$ cat src/logic/predictor_pkg.sv
package predictor_pkg;

   // JTB geometry, one entry per instruction word slot
   localparam int JTB_ENTRIES  = 8;                 // entries in the jump target buffer
   localparam int JTB_INDEX_W  = $clog2(JTB_ENTRIES); // index bits taken from the word address

   // top address bits are not compared at all
   localparam int JTB_SHARED   = 8;                 // high bits dropped from the tag

   // tag covers what is left above the index and the byte offset
   localparam int JTB_TAG_W    = 32 - JTB_INDEX_W - 2 - JTB_SHARED;

   localparam int JTB_OFFSET_W = 20;                // jump offset in halfwords, signed

   // entry word is {tag, ualigc, offset}
   localparam int JTB_ENTRY_W  = JTB_TAG_W + 1 + JTB_OFFSET_W;

endpackage

$ cat src/logic/rv_instr_pkg.sv
package rv_instr_pkg;

   localparam logic [6:0] OPC_JAL     = 7'b1101111; // JAL major opcode
   localparam logic [2:0] CJ_FUNCT3   = 3'b101;     // C.J funct3
   localparam logic [1:0] CJ_QUADRANT = 2'b01;      // C.J sits in quadrant 1
   localparam logic [1:0] QUAD_FULL   = 2'b11;      // low bits of a 32-bit instr

   // JAL, J-type immediate split over the word
   typedef struct packed {
      logic       imm20;      // sign bit
      logic [9:0] imm10_1;
      logic       imm11;
      logic [7:0] imm19_12;
      logic [4:0] rd;         // link register
      logic [6:0] opcode;
   } jal_fmt_t;

   // C.J lives in the low halfword only
   typedef struct packed {
      logic [15:0] unused;    // next parcel, not decoded here
      logic [2:0]  funct3;
      logic [10:0] imm;       // scrambled imm[11:1]
      logic [1:0]  quadrant;
   } cj_fmt_t;

   // one retired word, seen either as JAL or as C.J
   typedef union packed {
      jal_fmt_t jal;
      cj_fmt_t  cj;
   } rv_instr_u;

endpackage

$ cat src/logic/jtb_update_if.sv
interface jtb_update_if;
   import predictor_pkg::*;

   logic                    update;     // write JTB entry, one cycle strobe
   logic                    invalidate; // clear valid bit of entry
   logic                    ualigc;     // jump is rvc at odd halfword
   logic [JTB_OFFSET_W-1:0] offset;     // signed halfword offset
   logic [31:0]             jump_add;   // word address of the jump

   modport decoder (
      output update,
      output invalidate,
      output ualigc,
      output offset,
      output jump_add
   );

   modport predictor (
      input update,
      input invalidate,
      input ualigc,
      input offset,
      input jump_add
   );

endinterface

$ cat src/logic/jump_offset_decode.sv
module jump_offset_decode (
   input  logic                   retire_valid_i, // retired instr on the bus
   input  rv_instr_pkg::rv_instr_u retire_instr_i, // retired instr word
   input  logic [31:0]            retire_add_i,   // byte address of instr
   input  logic                   invalidate_i,   // drop JTB entry for address
   jtb_update_if.decoder          upd             // training side of JTB
);
   import rv_instr_pkg::*;
   import predictor_pkg::*;

   logic                    compressed;           // quadrant says 16-bit instr
   logic                    is_jal;
   logic                    is_cj;
   logic [10:0]             cj_imm;               // descrambled imm[11:1]
   logic [JTB_OFFSET_W-1:0] jal_off;
   logic [JTB_OFFSET_W-1:0] cj_off;

   assign compressed = (retire_instr_i.cj.quadrant != QUAD_FULL);

   // quadrant picks the view of the word
   assign is_jal = !compressed && (retire_instr_i.jal.opcode == OPC_JAL);
   assign is_cj  = compressed && (retire_instr_i.cj.quadrant == CJ_QUADRANT)
                  && (retire_instr_i.cj.funct3 == CJ_FUNCT3);

   // J-type immediate already in halfwords, imm[20:1]
   assign jal_off = {retire_instr_i.jal.imm20,
                     retire_instr_i.jal.imm19_12,
                     retire_instr_i.jal.imm11,
                     retire_instr_i.jal.imm10_1};

   // C.J field order is imm[11|4|9:8|10|6|7|3:1|5]
   assign cj_imm = {retire_instr_i.cj.imm[10],   // imm[11]
                    retire_instr_i.cj.imm[6],    // imm[10]
                    retire_instr_i.cj.imm[8:7],  // imm[9:8]
                    retire_instr_i.cj.imm[4],    // imm[7]
                    retire_instr_i.cj.imm[5],    // imm[6]
                    retire_instr_i.cj.imm[0],    // imm[5]
                    retire_instr_i.cj.imm[9],    // imm[4]
                    retire_instr_i.cj.imm[3:1]}; // imm[3:1]

   assign cj_off = {{(JTB_OFFSET_W-11){cj_imm[10]}}, cj_imm}; // sign extend

   // Only real jumps train the buffer.
   assign upd.update     = retire_valid_i && (is_jal || is_cj);
   assign upd.invalidate = invalidate_i;                   // no qualification
   assign upd.offset     = is_cj ? cj_off : jal_off;
   assign upd.ualigc     = is_cj && retire_add_i[1];       // rvc in upper half
   assign upd.jump_add   = {retire_add_i[31:2], 2'b00};    // word address

endmodule

$ cat src/logic/jtb_storage.sv
module jtb_storage #(
   parameter int ENTRIES = predictor_pkg::JTB_ENTRIES, // number of entries
   parameter int WIDTH   = predictor_pkg::JTB_ENTRY_W  // bits per entry
) (
   input  logic                       s_clk_i,
   input  logic                       rst_n_i,      // clears all valid bits
   input  logic                       we_i,         // write entry, set valid
   input  logic                       invalidate_i, // clear valid at waddr_i
   input  logic [$clog2(ENTRIES)-1:0] waddr_i,
   input  logic [WIDTH-1:0]           wdata_i,
   input  logic [$clog2(ENTRIES)-1:0] raddr_i,
   output logic [WIDTH-1:0]           rdata_o,      // entry data, unqualified
   output logic                       rvalid_o      // valid bit at raddr_i
);

   logic [ENTRIES-1:0] valid_q;          // one flag per entry
   logic [ENTRIES-1:0] valid_sel;        // one-hot of waddr_i
   logic [ENTRIES-1:0] valid_d;
   logic [WIDTH-1:0]   mem_q [ENTRIES];  // entry payload

   assign valid_sel = {{(ENTRIES-1){1'b0}}, 1'b1} << waddr_i;

   // invalidate beats update on the flag
   always_comb begin
      valid_d = valid_q;
      if (invalidate_i) begin
         valid_d = valid_q & ~valid_sel;
      end else if (we_i) begin
         valid_d = valid_q | valid_sel;
      end
   end

   always_ff @(posedge s_clk_i or negedge rst_n_i) begin
      if (!rst_n_i) begin
         valid_q <= '0;
      end else begin
         valid_q <= valid_d;
      end
   end

   // payload written regardless of invalidate
   always_ff @(posedge s_clk_i) begin
      if (we_i) begin
         mem_q[waddr_i] <= wdata_i;
      end
   end

   assign rdata_o  = mem_q[raddr_i];   // async read port
   assign rvalid_o = valid_q[raddr_i];

endmodule

$ cat src/logic/jump_predictor.sv
module jump_predictor (
   input  logic          s_clk_i,
   input  logic          rst_n_i,
   input  logic [30:0]   fetch_add_i,   // halfword address of the fetch
   jtb_update_if.predictor upd,         // training from retire
   output logic          s_pred_jump_o, // jump predicted at fetch_add_i
   output logic [31:0]   s_pred_add_o,  // predicted target, byte address
   output logic          s_ualigc_o     // predicted jump is unaligned rvc
);
   import predictor_pkg::*;

   logic [JTB_INDEX_W-1:0]  upd_index;    // slot of the retired jump
   logic [JTB_TAG_W-1:0]    upd_tag;
   logic [JTB_ENTRY_W-1:0]  upd_entry;    // packed {tag, ualigc, offset}
   logic [JTB_INDEX_W-1:0]  pred_index;   // slot of the fetch word
   logic [JTB_ENTRY_W-1:0]  pred_entry;
   logic                    pred_valid;
   logic [JTB_TAG_W-1:0]    pred_tag;     // stored tag
   logic                    pred_ualigc;  // stored flag
   logic [JTB_OFFSET_W-1:0] pred_offset;  // stored halfword offset
   logic                    tag_match;
   logic [30:0]             target_hw;    // target in halfwords

   // update side
   assign upd_index = upd.jump_add[JTB_INDEX_W+1:2];
   assign upd_tag   = upd.jump_add[31-JTB_SHARED:JTB_INDEX_W+2];
   assign upd_entry = {upd_tag, upd.ualigc, upd.offset};

   jtb_storage #(
      .ENTRIES (JTB_ENTRIES),
      .WIDTH   (JTB_ENTRY_W)
   ) u_jtb_storage (
      .s_clk_i      (s_clk_i),
      .rst_n_i      (rst_n_i),
      .we_i         (upd.update),
      .invalidate_i (upd.invalidate),
      .waddr_i      (upd_index),
      .wdata_i      (upd_entry),
      .raddr_i      (pred_index),
      .rdata_o      (pred_entry),
      .rvalid_o     (pred_valid)
   );

   // prediction side, halfword address so index starts at bit 1
   assign pred_index  = fetch_add_i[JTB_INDEX_W:1];
   assign {pred_tag, pred_ualigc, pred_offset} = pred_entry;
   assign tag_match   = (pred_tag == fetch_add_i[30-JTB_SHARED:JTB_INDEX_W+1]);

   // odd halfword fetch only hits an entry trained on an unaligned rvc jump
   assign s_pred_jump_o = pred_valid && tag_match && (!fetch_add_i[0] || pred_ualigc);

   // jump address rebuilt from the fetch word plus the stored flag
   assign target_hw = {fetch_add_i[30:1], pred_ualigc}
                    + {{(31-JTB_OFFSET_W){pred_offset[JTB_OFFSET_W-1]}}, pred_offset};

   assign s_pred_add_o = {target_hw, 1'b0};  // driven on a miss too
   assign s_ualigc_o   = pred_ualigc;

endmodule

$ cat src/logic/jump_predict_unit.sv
module jump_predict_unit (
   input  logic        s_clk_i,
   input  logic        rst_n_i,        // async, active low
   input  logic        retire_valid_i, // retired instr presented
   input  logic [31:0] retire_instr_i, // retired instr word
   input  logic [31:0] retire_add_i,   // byte address of retired instr
   input  logic        invalidate_i,   // clear JTB entry for retire_add_i
   input  logic [30:0] fetch_add_i,    // halfword fetch address
   output logic        pred_jump_o,    // taken prediction
   output logic [31:0] pred_add_o,     // predicted target
   output logic        pred_ualigc_o   // target instr is unaligned rvc
);

   jtb_update_if u_jtb_update_if ();   // decoder to predictor training path

   // retire side, builds the training strobes
   jump_offset_decode u_jump_offset_decode (
      .retire_valid_i (retire_valid_i),
      .retire_instr_i (retire_instr_i),
      .retire_add_i   (retire_add_i),
      .invalidate_i   (invalidate_i),
      .upd            (u_jtb_update_if.decoder)
   );

   // fetch side lookup and JTB
   jump_predictor u_jump_predictor (
      .s_clk_i       (s_clk_i),
      .rst_n_i       (rst_n_i),
      .fetch_add_i   (fetch_add_i),
      .upd           (u_jtb_update_if.predictor),
      .s_pred_jump_o (pred_jump_o),
      .s_pred_add_o  (pred_add_o),
      .s_ualigc_o    (pred_ualigc_o)
   );

endmodule

$ cat config.mk
export PLATFORM = sky130hd
export DESIGN_NAME = jump_predict_unit
export DESIGN_NICKNAME = d
export VERILOG_FILES = /design/src/logic/predictor_pkg.sv /design/src/logic/rv_instr_pkg.sv /design/src/logic/jtb_update_if.sv /design/src/logic/jump_offset_decode.sv /design/src/logic/jtb_storage.sv /design/src/logic/jump_predictor.sv /design/src/logic/jump_predict_unit.sv
export SDC_FILE = /design/constraint.sdc
export NUM_CORES = 1
export LEC_CHECK = 0
export ABC_AREA = 1
export BUFFER_PORTS_ARGS = -buffer_cell sky130_fd_sc_hd__buf_2
export CORE_MARGIN = 10
export CORE_UTILIZATION = 35
export CTS_BUF_LIST = sky130_fd_sc_hd__clkbuf_8
export CTS_CLUSTER_DIAMETER = 40
export CTS_CLUSTER_SIZE = 24
export DETAILED_ROUTE_END_ITERATION = 10
export GPL_TIMING_DRIVEN = 1
export HOLD_SLACK_MARGIN = 0.03
export PLACE_DENSITY = 0.63
export SYNTH_ARGS = -nofsm -noshare
export SYNTH_HDL_FRONTEND = slang
export SYNTH_SLANG_ARGS = --single-unit
$ cat constraint.sdc
create_clock -name s_clk_i -period 9.6 [get_ports s_clk_i]
set_input_delay 1.92 -clock s_clk_i [delete_from_list [all_inputs] [get_ports s_clk_i]]
set_output_delay 1.92 -clock s_clk_i [all_outputs]
set_load 0.01 [all_outputs]
Word-level counts from Yosys, hierarchy flattened
Memories as Yosys holds them, arrays and structs flattened.
Index checks and enable logic that the tools add are counted.
Widths: inputs -> output; s select.
{"block": "word_totals", "ff_bits": 8, "mem_bits_rw": 320, "inputBits": 99, "wordCells": 32, "n_memories": 1}
{"block": "op_classes", "n_addsub": 1, "order_cmp": 1, "eq_ne": 5, "n_shift": 1, "n_mux": 7, "bitwise_logic": 3, "n_reduce_logical": 12}
{"name": "u_jump_predictor.u_jtb_storage.mem_q", "words": 8, "width": 40, "rd": 1, "rd_clocked_by_memory_dff": 0, "write_ports": 1, "line_no": "jtb_storage.sv:19", "rtl": "logic [WIDTH-1:0] mem_q [ENTRIES];"}
{"operator": "$add 31x31->31", "n": 1}
{"operator": "$mux 20", "n": 1}
{"operator": "$eq 19x19->1", "n": 1}
{"operator": "$mux 8", "n": 2}
{"operator": "$and 8x8->8", "n": 1}
{"operator": "$not 8->8", "n": 1}
{"operator": "$or 8x8->8", "n": 1}
{"operator": "$shl 1x3->8 const A", "n": 1}
{"operator": "$eq 7x7->1 const B", "n": 1}
{"operator": "$logic_and 1x1->1", "n": 7}
{"operator": "$lt 3x4->1 const B", "n": 1}
{"operator": "$bmux 1 s3", "n": 1}
{"operator": "$eq 3x3->1 const B", "n": 1}
{"operator": "$mux 1", "n": 3}
{"operator": "$eq 2x1->1 const B", "n": 1}
{"operator": "$logic_not 1->1", "n": 2}
{"operator": "$logic_or 1x1->1", "n": 2}
{"operator": "$ne 2x2->1 const B", "n": 1}
{"operator": "$reduce_bool 2->1", "n": 1}

Longest topological paths before layout
Gate-level depths: netlist (run 1).
{"block": "logic_depth", "depth_word": 7, "depth_mapped": 20}

Hierarchy
From an unflattened synthesis (run 1), not the netlist that was laid out.
{"block": "hier_totals", "hier_cells": 2087, "hier_area_um2": 17575.6}
{"module": "jtb_storage", "n_inst": 1, "cells_each": 1467, "area_per_inst_um2": 14480.1, "seq_area_each_um2": 9809.4}
{"module": "jump_predictor", "n_inst": 1, "cells_each": 516, "area_per_inst_um2": 2521.2, "seq_area_each_um2": 0.0}
{"module": "jump_offset_decode", "n_inst": 1, "cells_each": 104, "area_per_inst_um2": 574.3, "seq_area_each_um2": 0.0}

Least setup slack after synthesis (run 1)
Ideal clock, no wire load.
{"block": "synth_timing", "path_type": "input-to-output", "from": "input port fetch_add_i[2]", "to": "output port pred_add_o[19]", "t_arrival_ps": 4481, "t_required_ps": 7680, "setup_slack_ps": 3199, "cell_stages": 16, "path_cell_list": "inv_2 buf_2 buf_2 clkbuf_1 nor2_1 o21ai_0 a31oi_1 ha_1 fa_1 nand2_1 nand2_1 o21ai_0 o21ai_1 a21oi_1 o21bai_1 xor2_1"}
{"block": "synth_via", "elab_chain_len": 2}
{"item": "start: declaration", "line_no": "jump_predict_unit.sv:8", "rtl": "input logic [30:0] fetch_add_i,"}
{"item": "$mem_v2 8x40"}
{"item": "$add 31x31->31 (*)", "line_no": "jump_predictor.sv:54", "rtl": "+ {{(31-JTB_OFFSET_W){pred_offset[JTB_OFFSET_W-1]}}, pred_offset};"}
{"item": "end: declaration", "line_no": "jump_predict_unit.sv:10", "rtl": "output logic [31:0] pred_add_o,"}
Every way passes the cells marked *; elsewhere a longest branch is shown, timed or not.

Final worst setup path (run 1)
{"block": "layout_timing", "from": "input port fetch_add_i[1]", "to": "output port pred_add_o[19]"}
Same word-level chain as after synthesis.

==> results of run 1 <==
-- worst paths after layout --
| kind | from | to | depth (start not counted) |
|---|---|---|---|
| max | fetch_add_i[1] | pred_add_o[19] | 18 |
| min | flip-flop | flip-flop | 2 |
| max reg2reg | flip-flop | flip-flop | 1 |
| min reg2reg | flip-flop | flip-flop | 2 |
| max in group asynchronous | rst_n_i | asynchronous set/reset pin | 1 |
| min in group asynchronous | rst_n_i | asynchronous set/reset pin | 1 |
-- Yosys cell counts (2+ instances only) --
| library cell | instances | area, um^2 |
|---|---|---|
| a21o_1 | 4 | 30.0 |
| a21oi_1 | 45 | 225 |
| a22oi_1 | 4 | 30.0 |
| a2bb2oi_1 | 4 | 35.0 |
| a31oi_1 | 19 | 119 |
| buf_1 | 6 | 22.5 |
| buf_2 | 27 | 135 |
| buf_4 | 14 | 105 |
| clkbuf_1 | 17 | 63.8 |
| dfrtp_1 | 8 | 200 |
| edfxtp_1 | 320 | 9610 |
| ha_1 | 30 | 375 |
| inv_1 | 156 | 586 |
| inv_2 | 2 | 7.51 |
| nand2_1 | 344 | 1290 |
| nand3_1 | 124 | 621 |
| nand3b_1 | 7 | 52.6 |
| nand4_1 | 12 | 75.1 |
| nor2_1 | 219 | 822 |
| nor3_1 | 14 | 70.1 |
| nor4_1 | 2 | 12.5 |
| o211ai_1 | 3 | 22.5 |
| o21a_1 | 2 | 15.0 |
| o21ai_0 | 108 | 541 |
| o21ai_1 | 21 | 105 |
| o21bai_1 | 3 | 22.5 |
| o22ai_1 | 19 | 119 |
| xnor2_1 | 7 | 61.3 |
| xor2_1 | 17 | 149 |
-- tightest hold or removal path: stages (launching register included) --
cell and delay, ns:
dfrtp_1 0.36, inv_1 0.06, a22oi_1 0.06
-- power groups by stage --
| stage | Sequential, W | Clock, W | Combinational, W |
|---|---|---|---|
| finish | 0.00158 | 0.00101 | 0.000433 |
| detailed placement | 0.00161 | 0 | 0.000432 |
| CTS | 0.00158 | 0.00104 | 0.000434 |
| global placement | 0.00161 | 0 | 0.000428 |
| floorplan | 0.00161 | 0 | 0.000264 |
| global route | 0.00158 | 0.00110 | 0.000482 |
-- kinds of logic after synthesis --
kind of cell               share of synthesized area (%)
and+or+nand+nor                                     18.9
AOI/OAI and AO/OA                                   8.17
other                                             0.0241
adders and majority gates                           2.54
buffers and inverters                               5.97
DFF                                                 63.0
xor gates and xnor gates                            1.35
-- through the flow --
step / cell area (um^2) / total power (W) / hold slack, ns
finish: 17500 / 0.00302 / 0.527
global route: 17500 / 0.00316 / 0.568
CTS: 17500 / 0.00305 / 0.535
detailed placement: 16700 / 0.00204 / 0.520
global placement: 16700 / 0.00204 / 0.515
floorplan: 15600 / 0.00187 / 0.496
-- final cells by class --
class,count,area (um^2),area share [%]
Clock buffer,37,509,2.91
Clock inverter,29,293,1.67
Multi-Input combinational cell,1011,4820,27.6
Timing Repair Buffer,138,733,4.19
Tap cell,592,741,4.23
Inverter,159,599,3.42
Sequential cell,328,9810,56.0
-- layer usage --
| metal | part of all wire (%) | routed length, um | GRT usage [%] |
|---|---|---|---|
| met5 | 0.11 | 47 | 0 |
| met4 | 2.1 | 876 | 4.23 |
| met3 | 6.9 | 2930 | 3.18 |
| met2 | 45 | 19400 | 25.3 |
| met1 | 46 | 19400 | 21.2 |
==> metrics.txt, run 1 <==
status completed; Pint 0.00221 W; critical path's largest stage delay 0.92 ns; Crit path max-delay family buffers and inverters; Worst EP required 7.68 ns; crit-path cells buf_4 > buf_4 > nor2_1 > nor2_1 > o21ai_1 > nand2_1 > nand2_1 > nand2_1 > ha_1 > fa_1 > nand2_1 > nand2_1 > o21ai_0 > o21ai_1 > a21oi_1 > o21bai_1 > xor2_1 > buf_2; slowest CP cell buf_4; Relative slew margins 28.5%; Die Y 231 um; Startpoint Class primary input; sequential cell area fraction in the yosys report 63.0%; Syn-to-layout area delta 12.5%; fmax 125 MHz; Post-DRT Antenna Nets 0; Initial Util 35.3%; number of setup buffers added after CTS 0; Post-DP HPWL 26600 um; global route total overflow 0; switch share 27.0%; Reg clk slew, reported paths 0.08 ns; maximum vdd drop 0.0853 mV; Net count, final 1805; final setup skew 0 ns; Netlist cell types 34; Tmin final 8.02 ns; critical path class primary input to output pin; Most flops, register u_jump_predictor.u_jtb_storage.mem_q; Yosys reg bits 328; placed insts 2228; CTS hold repair buffers 0; worst min-delay path class flip-flop to flip-flop; Post-Layout Cell Count 2294; Worst path most repeated cell nand2_1; Net Sw Power 0.000816 W; unrepaired setup endpoints after global routing no; CTS tree done; Buffers on Ports 122; setup ws final 1.58 ns; Post-synth EDFFs 320; global placement routability congestion 0.885; setup TNS 0 ns; clock buffer depth 3; total CTS buffers 37; Seq pwr share 52.2%; Worst Tran Pin Value 1.07 ns; final hold violations 0; Pre-antenna DRT Iters 5; commonest non-fill, non-tap cell in the layout nand2_1; top_reg_cell synth edfxtp_1; fillers 4357; syn avg cell area 9.96 um^2; post_cts resized 0; final setup fails 0; Std-Cell Rows 77; # Max-Cap Violations 0; asr flop ratio synth 2.44%; Critical Path AT 6.10 ns; Final Cycle Share 83.5%; worst path bufs/invs 3; core area 0.0441 mm^2; CTS sink cnt 328; total number of vias 11400; Cell Pwr Density 173 mW/mm^2; synthesized cell area 0.0156 mm^2; clock power share 33.5%; pre-CTS setup slack 1.59 ns; CTS root buffer clkbuf_8; Final Max Tran Viols 0; GR Util All Layers 15.7%; drt wl/cell 18.6 um; initial antenna violation count 4; first-pass GRT wire length 65100 um; number of global-route vias before repair 11100; Ports 133; synth warn 0; Largest regs u_jump_predictor.u_jtb_storage.mem_q: 320 flops; diode count 0; initial DRC count 909; Leakage 7.00 nW; share of cells above drive strength 1 12.3%; worst reg-to-reg setup slack 8.93 ns; syn_nets 1693; DR DRC count 0; cell count after synthesis 1563; max reg flops 320; Setup crit end kind output pin; largest net degree at the start of global routing 99; DR vias/cell 4.95; Die Area 0.0533 mm^2; crit path max fanout 98; commonest non-fill, non-tap cells in the layout nand2_1 (344), edfxtp_1 (320), nor2_1 (219); final core occ 39.7%; Clk Latency, worst-skew pair 0.55 ns; CTS H-tree lvls 2; die width 231 um; Combinational Power Share 14.3%; final WL 42700 um
No activity file was read; power rests on OpenSTA's default activity.
==> inputs of run 2 (changes only) <==
- PLACE_DENSITY: 0.63 -> 0.64
- clock period: 9.6 -> 6.9 ns (I/O delays scaled with it)
==> run 2 against run 1 <==
Compared with the run above: clock power up 42%; sequential cell count unchanged; worst hold slack improved by 0.021 ns; critical path depth fell by 5; utilization rose by 0.18 points; critical path type unchanged; highest routed layer unchanged.
==> metrics.txt, run 2 (synthesis gave the netlist of run 1 again) <==
Post-Layout Cell Count 2301; Post-DRT Antenna Nets 0; Met3 Routed Length 2750 um; fmax 162 MHz; final core occ 39.9%; Initial Util 35.3%; core area 0.0441 mm^2; Setup crit end kind output pin; initial antenna violation count 6; Seq pwr share 51.8%; Reg clk slew, reported paths 0.08 ns; crit-path cells buf_2 > buf_12 > o21ai_0 > o22ai_1 > nor2_1 > a31oi_1 > ha_1 > nand3_1 > nand3_1 > a21boi_0 > o21ai_0 > xor2_1 > buf_2; DR vias/cell 4.97; CTS tree done; worst min-delay path class flip-flop to flip-flop; met2 wire len 20100 um; clock power share 33.8%; first-pass GRT wire length 64900 um; Pre-antenna DRT Iters 5; # Max-Cap Violations 0; highest metal layer with signal wires met5; share of cells above drive strength 1 12.4%; Ports 133; die width 231 um; post_cts resized 0; total number of vias 11400; final setup skew 0 ns; slowest CP cell a21boi_0; crit path max fanout 83; Pint 0.00308 W; critical path class primary input to output pin; Worst Tran Pin Value 0.789 ns; maximum vdd drop 0.104 mV; Worst EP required 5.52 ns; number of setup buffers added after CTS 0; commonest non-fill, non-tap cell in the layout nand2_1; Clk Latency, worst-skew pair 0.57 ns; initial DRC count 1074; total CTS buffers 37; CTS H-tree lvls 2; placed insts 2232; Die Area 0.0533 mm^2; commonest non-fill, non-tap cells in the layout nand2_1 (344), edfxtp_1 (320), nor2_1 (219); Cell Pwr Density 241 mW/mm^2; drt wl/cell 18.7 um; Largest regs u_jump_predictor.u_jtb_storage.mem_q: 320 flops; Relative slew margins 47.4%; CTS sink cnt 328; status completed; number of global-route vias before repair 11000; Net Sw Power 0.00116 W; DR DRC count 0; Buffers on Ports 122; final WL 42900 um; fillers 4369; unrepaired setup endpoints after global routing no; Startpoint Class primary input; worst path bufs/invs 3; CTS hold repair buffers 0; Net count, final 1809; max reg flops 320; CTS root buffer clkbuf_8; met1 WL 19200 um; Critical Path AT 4.79 ns; pre-CTS setup slack 0.791 ns; Crit path max-delay family compound AO/OA/AOI/OAI gates; Tmin final 6.17 ns; final setup fails 0; final hold violations 0; Syn-to-layout area delta 13.0%; Post-DP HPWL 27600 um; critical path's largest stage delay 0.53 ns; Std-Cell Rows 77; Final Cycle Share 89.4%; Final Max Tran Viols 0; largest net degree at the start of global routing 97; Combinational Power Share 14.4%; clock buffer depth 3; Die Y 231 um; Most flops, register u_jump_predictor.u_jtb_storage.mem_q; switch share 27.4%; setup ws final 0.730 ns; setup TNS 0 ns; global route total overflow 0; GR Util All Layers 15.6%; Leakage 7.04 nW; global placement routability congestion 0.864
==> run 2: cell types whose count changed in the layout (fill, tap and decap cells not counted) <==
| cell | previous run | this run |
|---|---|---|
| buf_12 | 0 | 3 |
| inv_8 | 2 | 1 |
| buf_4 | 17 | 18 |
| inv_6 | 3 | 9 |
| clkinv_4 | 5 | 2 |
| clkinv_2 | 4 | 0 |
| inv_1 | 151 | 153 |
| clkinv_1 | 3 | 4 |
| diode_2 | 0 | 2 |
==> run 2: cell type report <==
| cell class | count | area (um^2) | area share, % |
|---|---|---|---|
| Antenna cell | 2 | 5.00 | 0.0285 |
| Clock buffer | 37 | 509 | 2.90 |
| Clock inverter | 30 | 299 | 1.70 |
| Inverter | 159 | 599 | 3.41 |
| Multi-Input combinational cell | 1011 | 4820 | 27.4 |
| Sequential cell | 328 | 9810 | 55.8 |
| Tap cell | 592 | 741 | 4.21 |
| Timing Repair Buffer | 142 | 801 | 4.55 |
==> run 2: through the flow <==
stage               cell area [um^2]  power, W  hold slack [ns]
finish                         17600   0.00424            0.548
global route                   17600   0.00442            0.561
detailed placement             16800   0.00285            0.528
floorplan                      15600   0.00261            0.496
global placement               16800   0.00284            0.521
CTS                            17600   0.00427            0.549
==> run 2: final timing paths <==
kind | slack [ns] | cells past startpoint | endpoint | start
min in group asynchronous | 0.64 | 1 | asynchronous set/reset pin | rst_n_i
max in group asynchronous | 6.07 | 1 | asynchronous set/reset pin | rst_n_i
min reg2reg | 0.55 | 1 | flip-flop | flip-flop
max | 0.73 | 13 | pred_add_o[8] | fetch_add_i[2]
max reg2reg | 6.25 | 1 | flip-flop | flip-flop
min | 0.55 | 1 | flip-flop | flip-flop
==> run 2: routing by layer <==
metal / track usage, % / vias up
met4: 4.36 / 8
met2: 25.4 / 346
met1: 20.9 / 5455
li1: - / 5563
met3: 2.93 / 54
met5: 0 / -
==> run 2: power by group through the flow <==
stage / logic, W / registers, W / clock network, W
final: 0.000611 / 0.00219 / 0.00143
after global routing: 0.000674 / 0.00219 / 0.00155
after CTS: 0.000609 / 0.00219 / 0.00146
after detailed placement: 0.000607 / 0.00224 / 0
after global placement: 0.000601 / 0.00224 / 0
after floorplan: 0.000367 / 0.00224 / 0
==> inputs of run 3 (changes only) <==
- CORE_MARGIN: 10 -> unset
==> run 3 against run 2 <==
Compared with the run above: setup slack worse by 0.15 ns; die area is 15% lower; largest power group unchanged; first-iteration DRC count is 16% lower; highest routed layer unchanged; worst hold slack better by 0.00069 ns; largest cell class unchanged; cell count is 0.70% lower; critical path depth is 2 higher; maximum frequency is 2.4% lower.
==> metrics.txt, run 3 (synthesis gave the netlist of run 1 again) <==
global placement routability congestion 0.918; crit path max fanout 18; Die Y 213 um; setup ws final 0.580 ns; clock buffer depth 3; pre-CTS setup slack 0.686 ns; # Max-Cap Violations 0; final setup fails 0; final setup skew 0 ns; status completed; Cell Pwr Density 234 mW/mm^2; initial DRC count 898; CTS root buffer clkbuf_8; Setup crit end kind output pin; Final Max Tran Viols 0; total CTS buffers 31; max reg flops 320; DR vias/cell 4.96; CTS sink cnt 328; Register-to-Register Path Depth 1; drt wl/cell 17.8 um; share of cells above drive strength 1 12.0%; worst min-delay path class flip-flop to flip-flop; critical path class primary input to output pin; Initial Util 35.8%; core area 0.0435 mm^2; die width 213 um; initial antenna violation count 6; Ports 133; Clk Latency, worst-skew pair 0.61 ns; commonest non-fill, non-tap cells in the layout nand2_1 (344), edfxtp_1 (320), nor2_1 (219); CTS tree done; Post-DP HPWL 25900 um; Worst EP required 5.52 ns; Syn-to-layout area delta 12.3%; post_cts resized 0; number of global-route vias before repair 10500; GR Util All Layers 18.1%; CTS H-tree lvls 1; global route total overflow 0; unrepaired setup endpoints after global routing no; fmax 158 MHz; setup TNS 0 ns; Die Area 0.0453 mm^2; DR DRC count 0; Buffers on Ports 122; Reg clk slew, reported paths 0.09 ns; Relative slew margins 48.3%; largest net degree at the start of global routing 144; Most flops, register u_jump_predictor.u_jtb_storage.mem_q; Tot Pwr 0.00409 W; CTS hold repair buffers 0; final WL 40700 um; first-pass GRT wire length 61500 um; Leakage 6.99 nW; Net count, final 1803; final hold violations 0; Std-Cell Rows 76; commonest non-fill, non-tap cell in the layout nand2_1; Final Cycle Share 91.6%; total number of vias 11300; Largest regs u_jump_predictor.u_jtb_storage.mem_q: 320 flops; Startpoint Class primary input; Worst Tran Pin Value 0.776 ns; hold path depth 2; maximum vdd drop 0.155 mV; number of setup buffers added after CTS 0; Critical Path AT 4.94 ns; Tmin final 6.32 ns; Pre-antenna DRT Iters 7; Post-DRT Antenna Nets 0
[run 3: worst paths after layout]
| check | end | startpoint | slack [ns] |
|---|---|---|---|
| max | pred_add_o[22] | fetch_add_i[2] | 0.58 |
| min | flip-flop | flip-flop | 0.55 |
| max reg2reg | flip-flop | flip-flop | 6.24 |
| min reg2reg | flip-flop | flip-flop | 0.55 |
| max in group asynchronous | asynchronous set/reset pin | rst_n_i | 6.13 |
| min in group asynchronous | asynchronous set/reset pin | rst_n_i | 0.59 |
[run 3: report_power, final]
| group | internal (W) | total (W) | leakage (nW) | switching [W] |
|---|---|---|---|---|
| Sequential | 0.00219 | 0.00219 | 2.96 | 0.00000232 |
| Clock | 0.000598 | 0.00129 | 0.366 | 0.000696 |
| Combinational | 0.000198 | 0.000598 | 3.66 | 0.000401 |
[run 3: critical path, cell delays in order]
cell and delay, ns:
buf_2 0.44, buf_4 0.31, o21ai_0 0.11, o22ai_1 0.19, nor2_1 0.06, a31oi_1 0.40
ha_1 0.34, nand3_1 0.10, nand3_1 0.18, a21boi_0 0.55, o21ai_0 0.36, nand2_1 0.13
nand2_1 0.06, xor2_1 0.15, buf_2 0.15
[run 3: metal layers]
layer,vias up,GRT usage [%],wire length (um)
li1,5532,-,-
met1,5434,25.0,18700
met2,320,29.6,18800
met3,44,2.78,2530
met4,6,4.44,645
met5,-,0,46
[run 3: per-stage QoR]
step,hold slack [ns],std cells,cell area [um^2],utilization (%)
detailed placement,0.531,2225,16800,38.6
CTS,0.552,2281,17500,40.2
global placement,0.526,2225,16800,38.6
finish,0.549,2285,17500,40.2
floorplan,0.496,1563,15600,-
global route,0.566,2283,17500,40.2
[run 3: area by class of cell]
| class | instances | area, um^2 |
|---|---|---|
| fill | 4198 | 26000 |
| sequential | 328 | 9810 |
| clock inverter | 25 | 268 |
| clock buffer | 31 | 427 |
| multi-input combinational | 1011 | 4820 |
| tap | 585 | 732 |
| timing repair buffer | 142 | 801 |
| inverter | 159 | 599 |
| antenna | 4 | 10.0 |
